**src/design/neuron_pkg.sv**
```systemverilog
package neuron_pkg;

	// ####################
	// Sizes and timing
	// ####################
	localparam int N_INPUTS     = 10;
	localparam int HALF_LEN     = 5;
	localparam int NODE_LATENCY = 7;

	// ####################
	// Register map
	// ####################
	localparam logic [7:0] ADDR_INPUT_BASE  = 8'h00;
	localparam logic [7:0] ADDR_WEIGHT_BASE = 8'h40;
	localparam logic [7:0] ADDR_CTRL        = 8'h80;
	localparam logic [7:0] ADDR_STATUS      = 8'h84;
	localparam logic [7:0] ADDR_RESULT      = 8'h88;

	typedef struct packed {
		logic        sign;
		logic [7:0]  exponent;
		logic [22:0] mantissa;
	} fp32_fields_t;

	// Same word, seen as raw bits or as IEEE fields
	typedef union packed {
		logic [31:0]  bits;
		fp32_fields_t f;
	} fp32_t;

	typedef struct packed {
		fp32_t [HALF_LEN-1:0] inputs;
		fp32_t [HALF_LEN-1:0] weights;
	} half_operands_t;

	typedef struct packed {
		logic  valid;
		fp32_t sum;
	} half_sum_t;

	// Trained weights W0..W9
	localparam logic [31:0] WEIGHT_RESET [N_INPUTS] = '{
		32'hbe75c37b, 32'hbe913d2b, 32'hbdd63640, 32'hbee069db, 32'hbe74529e,
		32'h3da30fe1, 32'h3e1177be, 32'hbdd6aba3, 32'hbe69abc8, 32'hbbf90380
	};

endpackage

```
**src/design/neuron_regs.sv**
```systemverilog
`timescale 1ns/1ps

module neuron_regs (
	input  logic                       clk,
	input  logic                       arst_n,
	input  logic                       psel,
	input  logic                       penable,
	input  logic                       pwrite,
	input  logic [7:0]                 paddr,
	input  logic [31:0]                pwdata,
	output logic [31:0]                prdata,
	output logic                       pready,
	output logic                       pslverr,
	output neuron_pkg::half_operands_t lo_ops,
	output neuron_pkg::half_operands_t hi_ops,
	output logic                       start,
	input  neuron_pkg::fp32_t          result,
	input  logic                       done
);
	import neuron_pkg::*;

	fp32_t      in_q [N_INPUTS];
	fp32_t      w_q [N_INPUTS];
	logic [3:0] idx;
	logic       access;
	logic       is_input;
	logic       is_weight;
	logic       is_ctrl;
	logic       is_status;
	logic       is_result;
	logic       mapped;
	logic       wr_ok;
	logic       busy_q;
	logic       busy;

	// ####################
	// Address decode
	// ####################
	assign idx       = paddr[5:2];
	assign access    = psel && penable;
	assign is_input  = (paddr[7:6] == ADDR_INPUT_BASE[7:6]) && (paddr[1:0] == 2'b00) &&
	                   (idx < 4'(N_INPUTS));
	assign is_weight = (paddr[7:6] == ADDR_WEIGHT_BASE[7:6]) && (paddr[1:0] == 2'b00) &&
	                   (idx < 4'(N_INPUTS));
	assign is_ctrl   = (paddr == ADDR_CTRL);
	assign is_status = (paddr == ADDR_STATUS);
	assign is_result = (paddr == ADDR_RESULT);
	assign mapped    = is_input || is_weight || is_ctrl || is_status || is_result;

	assign pready  = 1'b1;
	assign pslverr = access && (!mapped ||
	                 (pwrite && (is_status || is_result)) ||
	                 (pwrite && busy && (is_input || is_weight || is_ctrl)));
	assign wr_ok   = access && pwrite && !pslverr;

	// Busy covers the start cycle and the run up to done
	assign busy = start || (busy_q && !done);

	always_ff @(posedge clk or negedge arst_n)
	begin
		if (!arst_n)
		begin
			start  <= 1'b0;
			busy_q <= 1'b0;
			for (int i = 0; i < N_INPUTS; i++)
			begin
				in_q[i].bits <= 32'd0;
				w_q[i].bits  <= WEIGHT_RESET[i];
			end
		end
		else
		begin
			start <= wr_ok && is_ctrl && pwdata[0];
			if (start)
				busy_q <= 1'b1;
			else if (done)
				busy_q <= 1'b0;
			if (wr_ok && is_input)
				in_q[idx].bits <= pwdata;
			if (wr_ok && is_weight)
				w_q[idx].bits <= pwdata;
		end
	end

	always_comb
	begin
		prdata = 32'd0;
		if (is_input)
			prdata = in_q[idx].bits;
		else if (is_weight)
			prdata = w_q[idx].bits;
		else if (is_status)
			prdata = {30'd0, done, busy};
		else if (is_result)
			prdata = result.bits;
	end

	// Inputs 0..4 to the low half, 5..9 to the high half
	always_comb
	begin
		for (int i = 0; i < HALF_LEN; i++)
		begin
			lo_ops.inputs[i]  = in_q[i];
			lo_ops.weights[i] = w_q[i];
			hi_ops.inputs[i]  = in_q[i + HALF_LEN];
			hi_ops.weights[i] = w_q[i + HALF_LEN];
		end
	end

endmodule

```
**config.mk**
```make
export PLATFORM = sky130hd
export DESIGN_NAME = neuron_regs
export DESIGN_NICKNAME = d
export VERILOG_FILES = /design/src/design/neuron_pkg.sv /design/src/design/neuron_regs.sv
export SDC_FILE = /design/constraint.sdc
export NUM_CORES = 1
export LEC_CHECK = 0
export CORE_AREA = 5 5 291 293
export DETAILED_ROUTE_END_ITERATION = 10
export DIE_AREA = 0 0 296 298
export DONT_BUFFER_PORTS = 1
export PLACE_DENSITY = 0.53
export SETUP_SLACK_MARGIN = 0.3
export SYNTH_ARGS = -nofsm -noshare
export SYNTH_HDL_FRONTEND = slang
export SYNTH_SLANG_ARGS = --single-unit
```
**constraint.sdc**
```tcl
create_clock -name clk -period 3.11 [get_ports clk]
set_input_delay 0 -clock clk [delete_from_list [all_inputs] [get_ports clk]]
set_output_delay 0 -clock clk [all_outputs]
set_load 0.1 [all_outputs]
```
==> reports/qor.yml <==
tightestPinTransition_ps: 2950
skew_ps: 37.5
fp.dieH_um: 298
cts_buffer_depth: 3
placedCellCount: 3584
yosys.area.top_type: "dfrtp_1"
syn_avg_cell_area_um2: 14.1
path_class: "register to primary output"
gp_congestion: 0.893
violations: "negative hold slack, max-slew violations"
cp-end-kind: "primary output"
cts.sinks: 642
cp_num_cells: 7
drv_cap: 0
cpLargestDelayFamily: "simple AND/OR/NAND/NOR gates"
synth_area_um2: 30200
vias: 21200
seq_area_frac_synth: 0.539
clock_latency_ps: 640
status: "finished with violations"
synth_warnings: 0
synth_edf_count: 0
htreeDepth: 3
synthFlopType: "dfrtp_1"
drt_wl_total_mm: 133
grt_pass1_vias: 22700
grt_max_degree: 643
rows: 105
cts_setup_buffers: 0
ys_ff_latch: 642
ios: 753
min_period_ps: 2790
synth_cells: 2152
cp-endpoint: "prdata[27]"
cts-buffers-inserted: 76
finalNetCount: 2713
placed_cell_area_um2: 35900
fmax_ghz: 0.359
crit_start: "hi_ops[315]$_DFFE_PN0P_"
cts.clk_slew.worst_paths_ps: 60
dieWidth_um: 296
r2r_slack_ps: 420
worst_path_largest_cell_delay_ps: 450
synth.most_common_cell: "mux2_2"
synth_top_area_share: 0.381
drt_iter0_drc: 1263
cts_hold_buf: 43
async_reset_ff_frac: 1.00
worst_path_max_delay_cell: "or3_1"
path_buf_inv: 2
wl_per_cell_um: 35.2
startpoint_type: "register"
cts_tree: "done"
arrival_ps: 2790
final_antenna_net_count: 0
path_cells: "buf_4, mux2i_1, o22ai_4, or3_1, a21oi_1, nor4_4, buf_16"
yosys-top-cells-area: "dfrtp_1, mux2_2, dfstp_2"
leakagePower_nw: 18.9
drcViolationCount: 0
numPortBuffers: 0
firstDrtPassIters: 5
synth_fp_nets: 2230
start_util: 0.371
finalSetupTns_ps: 0
slew_headroom: -0.964
reg2reg_to: "lo_ops[319]$_DFFE_PN0P_"
synth_cell_type_count: 40
rsz0062_at_grt: "true"
slew_viol_final: 411
required_ps: 3110
grt_pass1_wl_mm: 184
antenna_found_initial: 10
core_um2: 81600
grt_usage: 0.293
hpwl_mm: 93.9
ir_drop_mv: 0.530
hp-class: "input port to asynchronous set/reset pin"
p_total_mw: 19.6
synth.top_cells.by_count: "mux2_2, dfrtp_1, mux2i_1"
gr-total-overflow: 0
stdcell_count: 3774
min_period_over_period: 0.896
hold_ws_ps: -936
cp_max_fo: 3
vias_per_cell: 5.63
crit-reg2reg-launch: "busy_q$_DFFE_PN0P_"
p_per_area_nw_per_um2: 501
syn2layout_area_growth_pct: 29.6
final_area_um2: 39200
finalHoldViolCount: 555
root_buffer: "clkbuf_16"
die_area_um2: 88200
final_layout_size_suffix_gt1_frac: 0.610
rr_worst_depth: 7
finalSetupViolCount: 0
report_power, final:
| part | internal [mW] | switching [mW] |
|---|---|---|
| logic | 0.469 | 1.21 |
| registers | 8.48 | 0.234 |
| clock network | 5.43 | 3.80 |
| total | 14.4 | 5.25 |
area by class of cell:
class	instances	area, µm²
Fill cell	7197	42400
Sequential cell	642	16400
Multi-Input combinational cell	1304	13500
Timing Repair Buffer	611	5300
Clock buffer	121	2280
Tap cell	1070	1340
Clock inverter	20	333
Antenna cell	6	15.0
how the worst min path moves through the flow:
stage,end,slack [ps],start
global route,hi_ops[132]$_DFFE_PN0P_,-970,arst_n
floorplan,busy_q$_DFFE_PN0P_,-300,arst_n
CTS,hi_ops[100]$_DFFE_PN0P_,-960,arst_n
global placement,hi_ops[131]$_DFFE_PN0P_,-270,arst_n
detailed placement,hi_ops[100]$_DFFE_PN0P_,-270,arst_n
finish,hi_ops[131]$_DFFE_PN0P_,-940,arst_n
cells in the final DEF (no fill, tap or decap), types with 7 or more instances in the layout:
| cell type | count |
|---|---|
| clkinv_2 | 7 |
| mux2_2 | 641 |
| dfstp_2 | 155 |
| nor2_1 | 81 |
| dfrtp_1 | 461 |
| o22ai_1 | 42 |
| mux4_2 | 69 |
| o21ai_0 | 14 |
| or3_1 | 30 |
| a22oi_1 | 18 |
| nor4_1 | 15 |
| nand2_2 | 7 |
| nor4_4 | 15 |
| clkbuf_8 | 21 |
| dlygate4sd3_1 | 41 |
| nor3_1 | 25 |
| buf_4 | 526 |
| dfstp_4 | 26 |
| buf_12 | 34 |
| clkbuf_16 | 76 |
| clkbuf_1 | 24 |
| nor2b_1 | 21 |
| buf_16 | 9 |
| a21oi_1 | 75 |
| mux2i_1 | 180 |
| nor4b_4 | 15 |
routing by layer:
metal | vias to the layer above | global-route usage | share of wire
met3 | 234 | 0.103 | 0.096
li1 | 8914 | - | -
met2 | 898 | 0.532 | 0.52
met4 | 8 | 0.105 | 0.043
met1 | 11200 | 0.314 | 0.34
met5 | - | 0 | 0.00041
kinds of logic after synthesis:
group                  count (synthesis)  share of synthesized area
multiplexers                         894                      0.351
flip-flops                           642                      0.539
AND/OR/NAND/NOR                      248                     0.0499
buffers and inverters                206                     0.0296
AO/OA/AOI/OAI                        161                     0.0305
other                                  1                   0.000124
state kept, by name, indices dropped and copies added, names as in the netlist:
| name | cells |
|---|---|
| lo_ops | 320 |
| start | 1 |
| hi_ops | 320 |
| busy_q | 1 |
per-stage QoR:
| step | utilization | setup WS (ps) |
|---|---|---|
| 5_1_grt | 0.480 | 242 |
| 3_3_place_gp | 0.440 | 598 |
| 4_1_cts | 0.479 | 223 |
| 3_5_place_dp | 0.440 | 610 |
| 2_1_floorplan | - | -169 |
| 6_report | 0.480 | 324 |
repair_timing:
action,4_1_cts,5_1_grt
setup endpoints to repair,8,15
pin swaps,2,1
endpoints found under the hold margin,1284,642
resized for setup,21,23
Power figures use the tool's default switching activity.
