### src/design/neuron_pkg.sv
package neuron_pkg;

	// ####################
	// Sizes and timing
	// ####################
	localparam int N_INPUTS     = 10;
	localparam int HALF_LEN     = 5;
	localparam int NODE_LATENCY = 7;

	// ####################
	// Register map
	// ####################
	localparam logic [7:0] ADDR_INPUT_BASE  = 8'h00;
	localparam logic [7:0] ADDR_WEIGHT_BASE = 8'h40;
	localparam logic [7:0] ADDR_CTRL        = 8'h80;
	localparam logic [7:0] ADDR_STATUS      = 8'h84;
	localparam logic [7:0] ADDR_RESULT      = 8'h88;

	typedef struct packed {
		logic        sign;
		logic [7:0]  exponent;
		logic [22:0] mantissa;
	} fp32_fields_t;

	// Same word, seen as raw bits or as IEEE fields
	typedef union packed {
		logic [31:0]  bits;
		fp32_fields_t f;
	} fp32_t;

	typedef struct packed {
		fp32_t [HALF_LEN-1:0] inputs;
		fp32_t [HALF_LEN-1:0] weights;
	} half_operands_t;

	typedef struct packed {
		logic  valid;
		fp32_t sum;
	} half_sum_t;

	// Trained weights W0..W9
	localparam logic [31:0] WEIGHT_RESET [N_INPUTS] = '{
		32'hbe75c37b, 32'hbe913d2b, 32'hbdd63640, 32'hbee069db, 32'hbe74529e,
		32'h3da30fe1, 32'h3e1177be, 32'hbdd6aba3, 32'hbe69abc8, 32'hbbf90380
	};

endpackage

### src/design/float_adder.sv
`timescale 1ns/1ps

module float_adder (
	input  neuron_pkg::fp32_t a,
	input  neuron_pkg::fp32_t b,
	output neuron_pkg::fp32_t s
);
	import neuron_pkg::*;

	fp32_t             a_ftz;
	fp32_t             b_ftz;
	fp32_t             larger;
	fp32_t             smaller;
	logic [23:0]       mant_large;
	logic [23:0]       mant_small;
	logic [23:0]       aligned;
	logic [7:0]        shift;
	logic [24:0]       mant_sum;
	logic [23:0]       norm;
	logic [4:0]        lz;
	logic              found;
	logic [22:0]       mant_res;
	logic signed [9:0] exp_res;

	always_comb
	begin
		a_ftz = a;
		b_ftz = b;
		if (a.f.exponent == 8'd0)
			a_ftz.bits = 32'd0;
		if (b.f.exponent == 8'd0)
			b_ftz.bits = 32'd0;

		// Order by magnitude
		if (a_ftz.bits[30:0] >= b_ftz.bits[30:0])
		begin
			larger  = a_ftz;
			smaller = b_ftz;
		end
		else
		begin
			larger  = b_ftz;
			smaller = a_ftz;
		end

		mant_large = {larger.f.exponent != 8'd0, larger.f.mantissa};
		mant_small = {smaller.f.exponent != 8'd0, smaller.f.mantissa};
		shift      = larger.f.exponent - smaller.f.exponent;
		aligned    = (shift > 8'd23) ? 24'd0 : (mant_small >> shift);

		if (larger.f.sign == smaller.f.sign)
			mant_sum = {1'b0, mant_large} + {1'b0, aligned};
		else
			mant_sum = {1'b0, mant_large} - {1'b0, aligned};

		// Leading zero count below the carry bit
		lz    = 5'd0;
		found = 1'b0;
		for (int i = 23; i >= 0; i--)
		begin
			if (!found)
			begin
				if (mant_sum[i])
					found = 1'b1;
				else
					lz = lz + 5'd1;
			end
		end
		norm = mant_sum[23:0] << lz;

		if (mant_sum[24])
		begin
			mant_res = mant_sum[23:1];
			exp_res  = $signed({2'b00, larger.f.exponent}) + 10'sd1;
		end
		else
		begin
			mant_res = norm[22:0];
			exp_res  = $signed({2'b00, larger.f.exponent}) - $signed({5'b00000, lz});
		end

		// Exact cancellation gives +0
		if (mant_sum == 25'd0)
			s.bits = 32'd0;
		else if (exp_res <= 10'sd0)
			s.bits = {larger.f.sign, 31'd0};
		else if (exp_res >= 10'sd255)
			s.bits = {larger.f.sign, 8'hff, 23'd0};
		else
			s.bits = {larger.f.sign, exp_res[7:0], mant_res};
	end

endmodule

### src/design/node_combine.sv
`timescale 1ns/1ps

module node_combine (
	input  logic                  clk,
	input  logic                  arst_n,
	input  logic                  start,
	input  neuron_pkg::half_sum_t lo_sum,
	input  neuron_pkg::half_sum_t hi_sum,
	output neuron_pkg::fp32_t     result,
	output logic                  done
);
	import neuron_pkg::*;

	fp32_t total;

	float_adder add (
		.a(lo_sum.sum),
		.b(hi_sum.sum),
		.s(total)
	);

	// Both halves finish in the same cycle
	always_ff @(posedge clk or negedge arst_n)
	begin
		if (!arst_n)
		begin
			result.bits <= 32'd0;
			done        <= 1'b0;
		end
		else if (start)
		begin
			done <= 1'b0;
		end
		else if (lo_sum.valid && hi_sum.valid)
		begin
			// Rectifier, negative zero included
			if (total.f.sign)
				result.bits <= 32'd0;
			else
				result <= total;
			done <= 1'b1;
		end
	end

endmodule

### config.mk
export PLATFORM = sky130hd
export DESIGN_NAME = node_combine
export DESIGN_NICKNAME = d
export VERILOG_FILES = /design/src/design/neuron_pkg.sv /design/src/design/float_adder.sv /design/src/design/node_combine.sv
export SDC_FILE = /design/constraint.sdc
export NUM_CORES = 1
export LEC_CHECK = 0
export BUFFER_PORTS_ARGS = -buffer_cell sky130_fd_sc_hd__buf_4
export CAP_MARGIN = 10
export CORE_ASPECT_RATIO = 1.5
export CORE_MARGIN = 3
export CORE_UTILIZATION = 25
export DETAILED_ROUTE_END_ITERATION = 10
export GPL_TIMING_DRIVEN = 0
export PLACE_DENSITY = 0.41
export SETUP_SLACK_MARGIN = 0.15
export SYNTH_ARGS = -nofsm -noshare
export SYNTH_HDL_FRONTEND = slang
export SYNTH_HIERARCHICAL = 1
export SYNTH_SLANG_ARGS = --single-unit
### constraint.sdc
create_clock -name clk -period 0.85 [get_ports clk]
set_input_delay 0.085 -clock clk [delete_from_list [all_inputs] [get_ports clk]]
set_output_delay 0.085 -clock clk [all_outputs]
set_load 0.02 [all_outputs]
==> reports/metrics.cfg <==
[final_layout]
layout_commonest_cell=buf_4
area_growth_pct=49.3
final_cell_mix=265 x buf_4, 171 x nand2_1, 162 x nor2_1
final_nets=2290
multi_input_area_um2=13500
fin_cells=2791
num_antenna_cells=0
regArea_um2=802
layout-drive-gt1-share_pct=36.5
fill_cells=5270

[global_routing]
grt_max_degree=33
grtUsageTotal_pct=22.0
grt_pass1_wl_um=94000
antenna_found_initial=0
grt_pass1_vias=15900
grt-ovfl-total=0

[status]
outcome=finished with violations
violations=setup timing

[floorplan]
die-area_um2=53900
core_um2=50000
dieWidth_um=191
initial_core_util_pct=25.5
num_io_pins=102
rows=100
die_y_um=283

[drt]
drc=0
wl_met3_um=1680
wl_met2_um=32900
wl_met1_um=23700
drtIter0Drc=774
wl_per_cell_um=22.3
top_layer_used=met4
vias=15500
via_per_inst=5.56
drtAntennaViolNets=0
wl_um=62100
first_pass_iters=5

[yosys]
synth_edf_count=0
ys_ff_latch=32
avgSynthCellArea_um2=7.10
ys_seq_area_share_pct=6.27
synth_fp_nets=1963
synth-async-reset-ratio_pct=100
synth_warnings=6
synth_area_um2=12800
ys.flop_type=dfrtp_1
syn_inst=1800
synth.distinct_cells=109

[critical_path]
crit_slowest_cell=or4_4
path_class=primary input to flop
cp-end-kind=flop
cpPeakStageDelay_ns=0.56
cp_max_fo=7
cp.arrival_ns=21.04
startpoint_type=primary input
required_ns=1.06
cp_common_cell=ha_4

[timing]
rsz0062_at_grt=yes
fin_ws_ns=-19.97
relSlewSlack_pct=10.3
worst-slew-pin-transition_ns=1.33
max_freq_mhz=48.0
hold_violations=0
slew_violations=0
min_period_ns=20.82
fin_worst_skew_ns=0
period_share_pct=2450
setup_violations=63

[clocking]
cts_tree=built
clock_sinks=32
htreeDepth=2
cts_buffer_depth=2
clk_pin_slew_ns=0.05
root_buffer=clkbuf_16
clk-insertion-delay-late_ns=0.27
cts_buffers=5

[placed_design]
portBuffers=100
dp_cells=2563
post-dp-hpwl_um=49200
finalWeightedCongestion=0.938

[hold_path]
hold_class=primary input to flop

[job]
cap_viol_max_count=0

cell families (layout without fill, tap and decap cells):
family                   after synthesis  after routing  share of synthesized area (%)
XOR/XNOR                              90             90                           7.18
multiplexers                         153            153                           13.5
AO/OA/AOI/OAI                        542            542                           29.1
AND/OR/NAND/NOR                      727            727                           28.8
adder cells (fa/ha/maj)               97             97                           9.62
flip-flops                            32             32                           6.27
buffers and inverters                158            486                           5.43
other                                  1              1                         0.0293
synth_stat cells, types with 21 or more instances:
cell type | instances | area [µm²]
nand2_1 | 197 | 739
nor2_1 | 185 | 694
a21oi_1 | 135 | 676
mux2i_1 | 104 | 1040
o21ai_0 | 94 | 470
ha_1 | 91 | 1140
clkbuf_1 | 61 | 229
inv_1 | 54 | 203
and2_1 | 50 | 313
nand3_1 | 47 | 235
xnor2_1 | 47 | 412
nor3_1 | 44 | 220
a21o_1 | 38 | 285
dfrtp_1 | 32 | 801
xor2_1 | 31 | 272
mux2_4 | 30 | 450
o211ai_1 | 26 | 195
and2b_1 | 24 | 180
nand4_1 | 24 | 150
nor2b_1 | 24 | 150
a211oi_1 | 23 | 173
buf_2 | 23 | 115
nor4_1 | 21 | 131
registers in the layout, indices dropped and copies added (netlist names):
| signal | count |
|---|---|
| result | 31 |
| done | 1 |
worst max-delay path, delay by kind of cell:
| kind | cells | cell delay (ns) |
|---|---|---|
| buffers and inverters | 12 | 1.54 |
| and+or+nand+nor | 34 | 5.96 |
| xor gates and xnor gates | 5 | 1.23 |
| AOI/OAI and AO/OA | 38 | 7.00 |
| adders and majority gates | 18 | 4.73 |
| muxes | 3 | 0.44 |
metal layers:
metal / up-vias / track usage, %
li1: 7404 / -
met4: 0 / 11.3
met1: 7554 / 23.9
met3: 155 / 1.27
met2: 409 / 42.2
met5: - / 0
path summary, 6_finish.rpt:
path	from	to	slack [ns]	cells past startpoint
max	lo_sum[25]	result[18]	-19.97	110
min in group asynchronous	arst_n	result[30]	0.28	2
min reg2reg	result[18]	result[18]	0.54	1
max in group asynchronous	arst_n	done	0.31	2
max reg2reg	result[28]	result[28]	-0.05	2
min	hi_sum[32]	done	0.05	3
stage by stage:
| step | util (%) | area, µm² | hold slack (ns) | setup WS, ns | setup TNS (ns) |
|---|---|---|---|---|---|
| 5_1_grt | 38.1 | 19100 | 0.0815 | -20.87 | -641.65 |
| 6_report | 38.1 | 19100 | 0.0490 | -19.97 | -612.83 |
| 3_5_place_dp | 30.2 | 15100 | 0.0555 | -24.92 | -753.46 |
| 3_3_place_gp | 30.2 | 15100 | 0.0514 | -25.04 | -757.65 |
| 2_1_floorplan | - | 13500 | -0.211 | -19.06 | -577.16 |
| 4_1_cts | 36.2 | 18100 | 0.0560 | -20.00 | -608.88 |
timing repair:
| item | 4_1_cts | 5_1_grt |
|---|---|---|
| hold endpoints to repair | 33 | 0 |
| hold buffers | 2 | 0 |
| cloned | 4 | 2 |
| resized for setup | 340 | 109 |
| setup endpoints to repair | 63 | 96 |
| pin swaps | 156 | 107 |
| buffers inserted | 159 | 54 |
cell type report:
cell class,instances,share of cell area (%)
repair buffers,321,14.1
flip-flops and latches,32,4.20
well taps,663,4.35
clock buffers,8,0.820
plain buffers,100,4.83
multi-input cells,1610,70.5
inverters,57,1.22
Power is left out: the tool's default activity adds up to more than one toggle a clock period on the data nets, which glitch-free logic cannot reach.
