## config.mk

```make
export PLATFORM = sky130hd
export DESIGN_NAME = partial_mac
export DESIGN_NICKNAME = d
export VERILOG_FILES = /design/src/design/neuron_pkg.sv /design/src/design/float_adder.sv /design/src/design/float_mult.sv /design/src/design/partial_mac.sv
export SDC_FILE = /design/constraint.sdc
export NUM_CORES = 2
export LEC_CHECK = 0
export BUFFER_PORTS_ARGS = -buffer_cell sky130_fd_sc_hd__buf_4
export CAP_MARGIN = 20
export CORE_MARGIN = 2
export CORE_UTILIZATION = 40
export CTS_CLUSTER_SIZE = 8
export DETAILED_ROUTE_END_ITERATION = 10
export SLEW_MARGIN = 15
export SYNTH_ARGS = -nofsm -noshare
export SYNTH_HDL_FRONTEND = slang
export SYNTH_HIERARCHICAL = 1
export SYNTH_SLANG_ARGS = --single-unit
```

## constraint.sdc

```tcl
create_clock -name clk -period 63 [get_ports clk]
set_clock_uncertainty 0.1 [all_clocks]
set_input_delay 3.15 -clock clk [delete_from_list [all_inputs] [get_ports clk]]
set_output_delay 3.15 -clock clk [all_outputs]
set_load 0.01 [all_outputs]
```

## src/design/neuron_pkg.sv

```systemverilog
package neuron_pkg;

	// ####################
	// Sizes and timing
	// ####################
	localparam int N_INPUTS     = 10;
	localparam int HALF_LEN     = 5;
	localparam int NODE_LATENCY = 7;

	// ####################
	// Register map
	// ####################
	localparam logic [7:0] ADDR_INPUT_BASE  = 8'h00;
	localparam logic [7:0] ADDR_WEIGHT_BASE = 8'h40;
	localparam logic [7:0] ADDR_CTRL        = 8'h80;
	localparam logic [7:0] ADDR_STATUS      = 8'h84;
	localparam logic [7:0] ADDR_RESULT      = 8'h88;

	typedef struct packed {
		logic        sign;
		logic [7:0]  exponent;
		logic [22:0] mantissa;
	} fp32_fields_t;

	// Same word, seen as raw bits or as IEEE fields
	typedef union packed {
		logic [31:0]  bits;
		fp32_fields_t f;
	} fp32_t;

	typedef struct packed {
		fp32_t [HALF_LEN-1:0] inputs;
		fp32_t [HALF_LEN-1:0] weights;
	} half_operands_t;

	typedef struct packed {
		logic  valid;
		fp32_t sum;
	} half_sum_t;

	// Trained weights W0..W9
	localparam logic [31:0] WEIGHT_RESET [N_INPUTS] = '{
		32'hbe75c37b, 32'hbe913d2b, 32'hbdd63640, 32'hbee069db, 32'hbe74529e,
		32'h3da30fe1, 32'h3e1177be, 32'hbdd6aba3, 32'hbe69abc8, 32'hbbf90380
	};

endpackage

```

## src/design/float_adder.sv

```systemverilog
`timescale 1ns/1ps

module float_adder (
	input  neuron_pkg::fp32_t a,
	input  neuron_pkg::fp32_t b,
	output neuron_pkg::fp32_t s
);
	import neuron_pkg::*;

	fp32_t             a_ftz;
	fp32_t             b_ftz;
	fp32_t             larger;
	fp32_t             smaller;
	logic [23:0]       mant_large;
	logic [23:0]       mant_small;
	logic [23:0]       aligned;
	logic [7:0]        shift;
	logic [24:0]       mant_sum;
	logic [23:0]       norm;
	logic [4:0]        lz;
	logic              found;
	logic [22:0]       mant_res;
	logic signed [9:0] exp_res;

	always_comb
	begin
		a_ftz = a;
		b_ftz = b;
		if (a.f.exponent == 8'd0)
			a_ftz.bits = 32'd0;
		if (b.f.exponent == 8'd0)
			b_ftz.bits = 32'd0;

		// Order by magnitude
		if (a_ftz.bits[30:0] >= b_ftz.bits[30:0])
		begin
			larger  = a_ftz;
			smaller = b_ftz;
		end
		else
		begin
			larger  = b_ftz;
			smaller = a_ftz;
		end

		mant_large = {larger.f.exponent != 8'd0, larger.f.mantissa};
		mant_small = {smaller.f.exponent != 8'd0, smaller.f.mantissa};
		shift      = larger.f.exponent - smaller.f.exponent;
		aligned    = (shift > 8'd23) ? 24'd0 : (mant_small >> shift);

		if (larger.f.sign == smaller.f.sign)
			mant_sum = {1'b0, mant_large} + {1'b0, aligned};
		else
			mant_sum = {1'b0, mant_large} - {1'b0, aligned};

		// Leading zero count below the carry bit
		lz    = 5'd0;
		found = 1'b0;
		for (int i = 23; i >= 0; i--)
		begin
			if (!found)
			begin
				if (mant_sum[i])
					found = 1'b1;
				else
					lz = lz + 5'd1;
			end
		end
		norm = mant_sum[23:0] << lz;

		if (mant_sum[24])
		begin
			mant_res = mant_sum[23:1];
			exp_res  = $signed({2'b00, larger.f.exponent}) + 10'sd1;
		end
		else
		begin
			mant_res = norm[22:0];
			exp_res  = $signed({2'b00, larger.f.exponent}) - $signed({5'b00000, lz});
		end

		// Exact cancellation gives +0
		if (mant_sum == 25'd0)
			s.bits = 32'd0;
		else if (exp_res <= 10'sd0)
			s.bits = {larger.f.sign, 31'd0};
		else if (exp_res >= 10'sd255)
			s.bits = {larger.f.sign, 8'hff, 23'd0};
		else
			s.bits = {larger.f.sign, exp_res[7:0], mant_res};
	end

endmodule

```

## src/design/float_mult.sv

```systemverilog
`timescale 1ns/1ps

module float_mult (
	input  neuron_pkg::fp32_t a,
	input  neuron_pkg::fp32_t b,
	output neuron_pkg::fp32_t p
);

	logic [23:0]       mant_a;
	logic [23:0]       mant_b;
	logic [47:0]       prod;
	logic [22:0]       mant_res;
	logic signed [9:0] exp_res;
	logic              sign_res;
	logic              zero_in;

	always_comb
	begin
		mant_a   = {1'b1, a.f.mantissa};
		mant_b   = {1'b1, b.f.mantissa};
		prod     = 48'(mant_a) * 48'(mant_b);
		sign_res = a.f.sign ^ b.f.sign;
		// Subnormal operands count as zero
		zero_in  = (a.f.exponent == 8'd0) || (b.f.exponent == 8'd0);

		exp_res = $signed({2'b00, a.f.exponent}) + $signed({2'b00, b.f.exponent}) - 10'sd127;

		// Product of two 1.x values lies in [1,4)
		if (prod[47])
		begin
			mant_res = prod[46:24];
			exp_res  = exp_res + 10'sd1;
		end
		else
		begin
			mant_res = prod[45:23];
		end

		if (zero_in || exp_res <= 10'sd0)
		begin
			p.bits = {sign_res, 31'd0};
		end
		else if (exp_res >= 10'sd255)
		begin
			p.bits = {sign_res, 8'hff, 23'd0};
		end
		else
		begin
			p.bits = {sign_res, exp_res[7:0], mant_res};
		end
	end

endmodule

```

## src/design/partial_mac.sv

```systemverilog
`timescale 1ns/1ps

module partial_mac (
	input  logic                       clk,
	input  logic                       arst_n,
	input  logic                       start,
	input  neuron_pkg::half_operands_t operands,
	output neuron_pkg::half_sum_t      sum
);
	import neuron_pkg::*;

	logic       active;
	logic       valid;
	logic [2:0] idx;
	logic       last;
	fp32_t      product;
	fp32_t      acc;
	fp32_t      acc_next;

	assign last = (idx == 3'(HALF_LEN - 1));

	float_mult mult (
		.a(operands.inputs[idx]),
		.b(operands.weights[idx]),
		.p(product)
	);

	float_adder add (
		.a(acc),
		.b(product),
		.s(acc_next)
	);

	// ####################
	// Pair sequencer
	// ####################
	always_ff @(posedge clk or negedge arst_n)
	begin
		if (!arst_n)
		begin
			active <= 1'b0;
			valid  <= 1'b0;
			idx    <= 3'd0;
		end
		else if (start)
		begin
			active <= 1'b1;
			valid  <= 1'b0;
			idx    <= 3'd0;
		end
		else
		begin
			valid <= active && last;
			if (active)
			begin
				idx <= last ? 3'd0 : idx + 3'd1;
				if (last)
					active <= 1'b0;
			end
		end
	end

	always_ff @(posedge clk)
	begin
		if (start)
			acc.bits <= 32'd0;
		else if (active)
			acc <= acc_next;
	end

	assign sum.valid = valid;
	assign sum.sum   = acc;

endmodule

```

==> out/qor.txt <==
Setup crit end kind - flip-flop
Worst Hold Launch - acc[31]
die area - 89,100 um2
syn nets - 5,458
largest net degree at the start of global routing - 80
Slew @ Worst Pin - 1.12 ns
worst-case clock buffer depth - 2
Placed Area - 38,300 um2
clock-pin slew on the worst setup and hold paths - 0.07 ns
critical path buffer and inverter count - 13
Initial DRT Pass Iterations - 6
Peak Freq - 24.7 MHz
setup TNS - 0 ns
WS Path Type - in -> reg
Final Util - 0.450
post-cts resize count - 0
per-cell routed wire length - 21.6 um
Synth Area in Simple Gates - 0.203
clk sinks - 37
total gr overflow - 0
antenna-violating nets left - 0
ys async rst share - 0.135
design area - 38,500 um2
cell family with the largest share of critical-path delay - compound AO/OA/AOI/OAI gates
number of synthesized register bits - 37
CTS Buf Count - 5
num ports - 356
crit-path max FO - 79
Synth Flop Type - dfxtp_1
Rows - 107
fin crit share - 0.642
via density per instance - 5.74
initial antenna violation count - 1
Post-Synth XOR/XNOR Area - 0.0369
Syn-to-layout area delta - 11.0%
first-pass GRT wire length - 193,000 um
slowest CP cell - or2_1
Synth Area in Compound Gates - 0.162
Crit. Startpoint - operands[1]
mux share of post-synthesis cell area - 0.0905
Crit path top cell by count - ha_1
highest-count cells in the layout ignoring fill and taps - 638 x inv_1, 534 x nand2_1, 485 x fa_1
# setup viols final - 0
Synth Area per Inst - 7.93 um2
Post-Syn Area - 34,700 um2
Yosys cell types - 119
unrepaired setup endpoints after global routing - false
most common cell after layout, fill and taps aside - inv_1
Post-Syn Instances - 4,372
vias post-DR - 32,800
Fin. Hold Viols - 0
sequential element share of the synthesized area - 0.0221
gr usage total - 0.274
Required @ worst endpoint - 63.14 ns
CTS Hold Bufs - 0
overall routed net length - 123,000 um
main combinational cell family by area after synthesis - adder cells
TritonCTS clock tree - done
GPL Wtd Cong - 0.966
status - complete, no violations
setup bufs post-CTS - 0
Die Ht - 298 um
Final HPWL DP - 98,200 um
Tmin final - 40.42 ns
Post-layout nets - 5,646
EDFF count, synth - 0
highest cell delay on the worst timing path - 0.82 ns
DRC viols - 0
initial core utilization - 0.405
Slew HR - 0.248
RR Startpoint - idx[0]
adder-cell share of the synthesized area - 0.382
max-slew violation count - 0
CP Launch Type - input pin
Die X - 298 um
R2R setup slack - 23.59 ns
IO Port Bufs - 355
worst hold path type - reg -> reg
Detailed Route Iter0 Violations - 2,527
Max Cap Viol - 0
hold slack - 0.446 ns
clock latency on the worst-skew pair - 0.31 ns
Worst EP arrival - 40.57 ns
share of cells above drive strength 1 - 0.136
root buf cell - clkbuf_16
number of global-route vias before repair - 33,300
Clock H-tree levels - 2
core area - 85,500 um2
yosys warns - 6
-- area by class of cell --
type                    instances  area, um2
multi-input cells            3436      30400
repair buffers                436       3290
fillers                      8601      47100
diodes                          1       2.50
clock inverters                 3       68.8
clock buffers                   5        125
well taps                    1144       1430
flip-flops and latches         37        774
inverters                     644       2420
-- registers in the layout, summed over array words and instances (netlist names) --
name	count
active	1
acc	32
idx	3
valid	1
-- synthesized netlist by cell type, types with 44 or more instances --
cell type | number | area, um2
fa_1 | 485 | 9710
nor2_1 | 325 | 1220
nand3_1 | 69 | 345
clkbuf_1 | 171 | 642
nand2_1 | 535 | 2010
inv_1 | 638 | 2390
a21oi_1 | 205 | 1030
and2_1 | 259 | 1620
ha_1 | 278 | 3480
mux2_4 | 51 | 766
a221o_1 | 68 | 681
mux2i_1 | 163 | 1630
o21ai_0 | 132 | 661
xor2_1 | 47 | 412
xnor2_1 | 85 | 744
a21o_1 | 46 | 345
nor3_1 | 44 | 220
-- worst paths after layout --
kind	end	cells past startpoint
setup / recovery	acc[13]	142
hold / removal	acc[31]	2
setup reg to reg	acc[13]	144
hold reg to reg	acc[31]	2
max in group asynchronous	idx[2]	1
min in group asynchronous	idx[0]	1
-- through the flow --
stage / setup slack [ns] / std cells
floorplan: 28.40 / 4372
global placement: 23.57 / 5696
detailed placement: 22.95 / 5696
CTS: 23.07 / 5704
global route: 20.08 / 5705
finish: 22.58 / 5706
-- kinds of logic (layout without fill, tap and decap cells) --
| family | count (synthesis) | count (layout) |
|---|---|---|
| DFF | 37 | 37 |
| muxes | 268 | 268 |
| and+or+nand+nor | 1459 | 1459 |
| AOI/OAI and AO/OA | 802 | 802 |
| adders and majority gates | 769 | 769 |
| buffers and inverters | 899 | 1088 |
| xor gates and xnor gates | 138 | 138 |
| other | 0 | 1 |
-- worst register-to-register path: cells and delay by family (launching register included) --
family / cells / cell delay [ns]
buffers and inverters: 15 / 2.77
DFF: 1 / 0.80
AOI/OAI and AO/OA: 51 / 12.19
and+or+nand+nor: 43 / 11.69
xor gates and xnor gates: 2 / 0.76
adders and majority gates: 26 / 9.23
muxes: 7 / 1.86
-- metal layers --
layer / wire length (um) / global-route usage / vias up
met4: 3870 / 0.0790 / 2
met3: 8630 / 0.0379 / 229
met1: 53500 / 0.371 / 16200
met5: 15 / 0 / -
met2: 57100 / 0.454 / 1314
li1: - / - / 15000
Power is not shown: default switching activity piles up to over one toggle a cycle in this logic, so the estimate is an artifact.
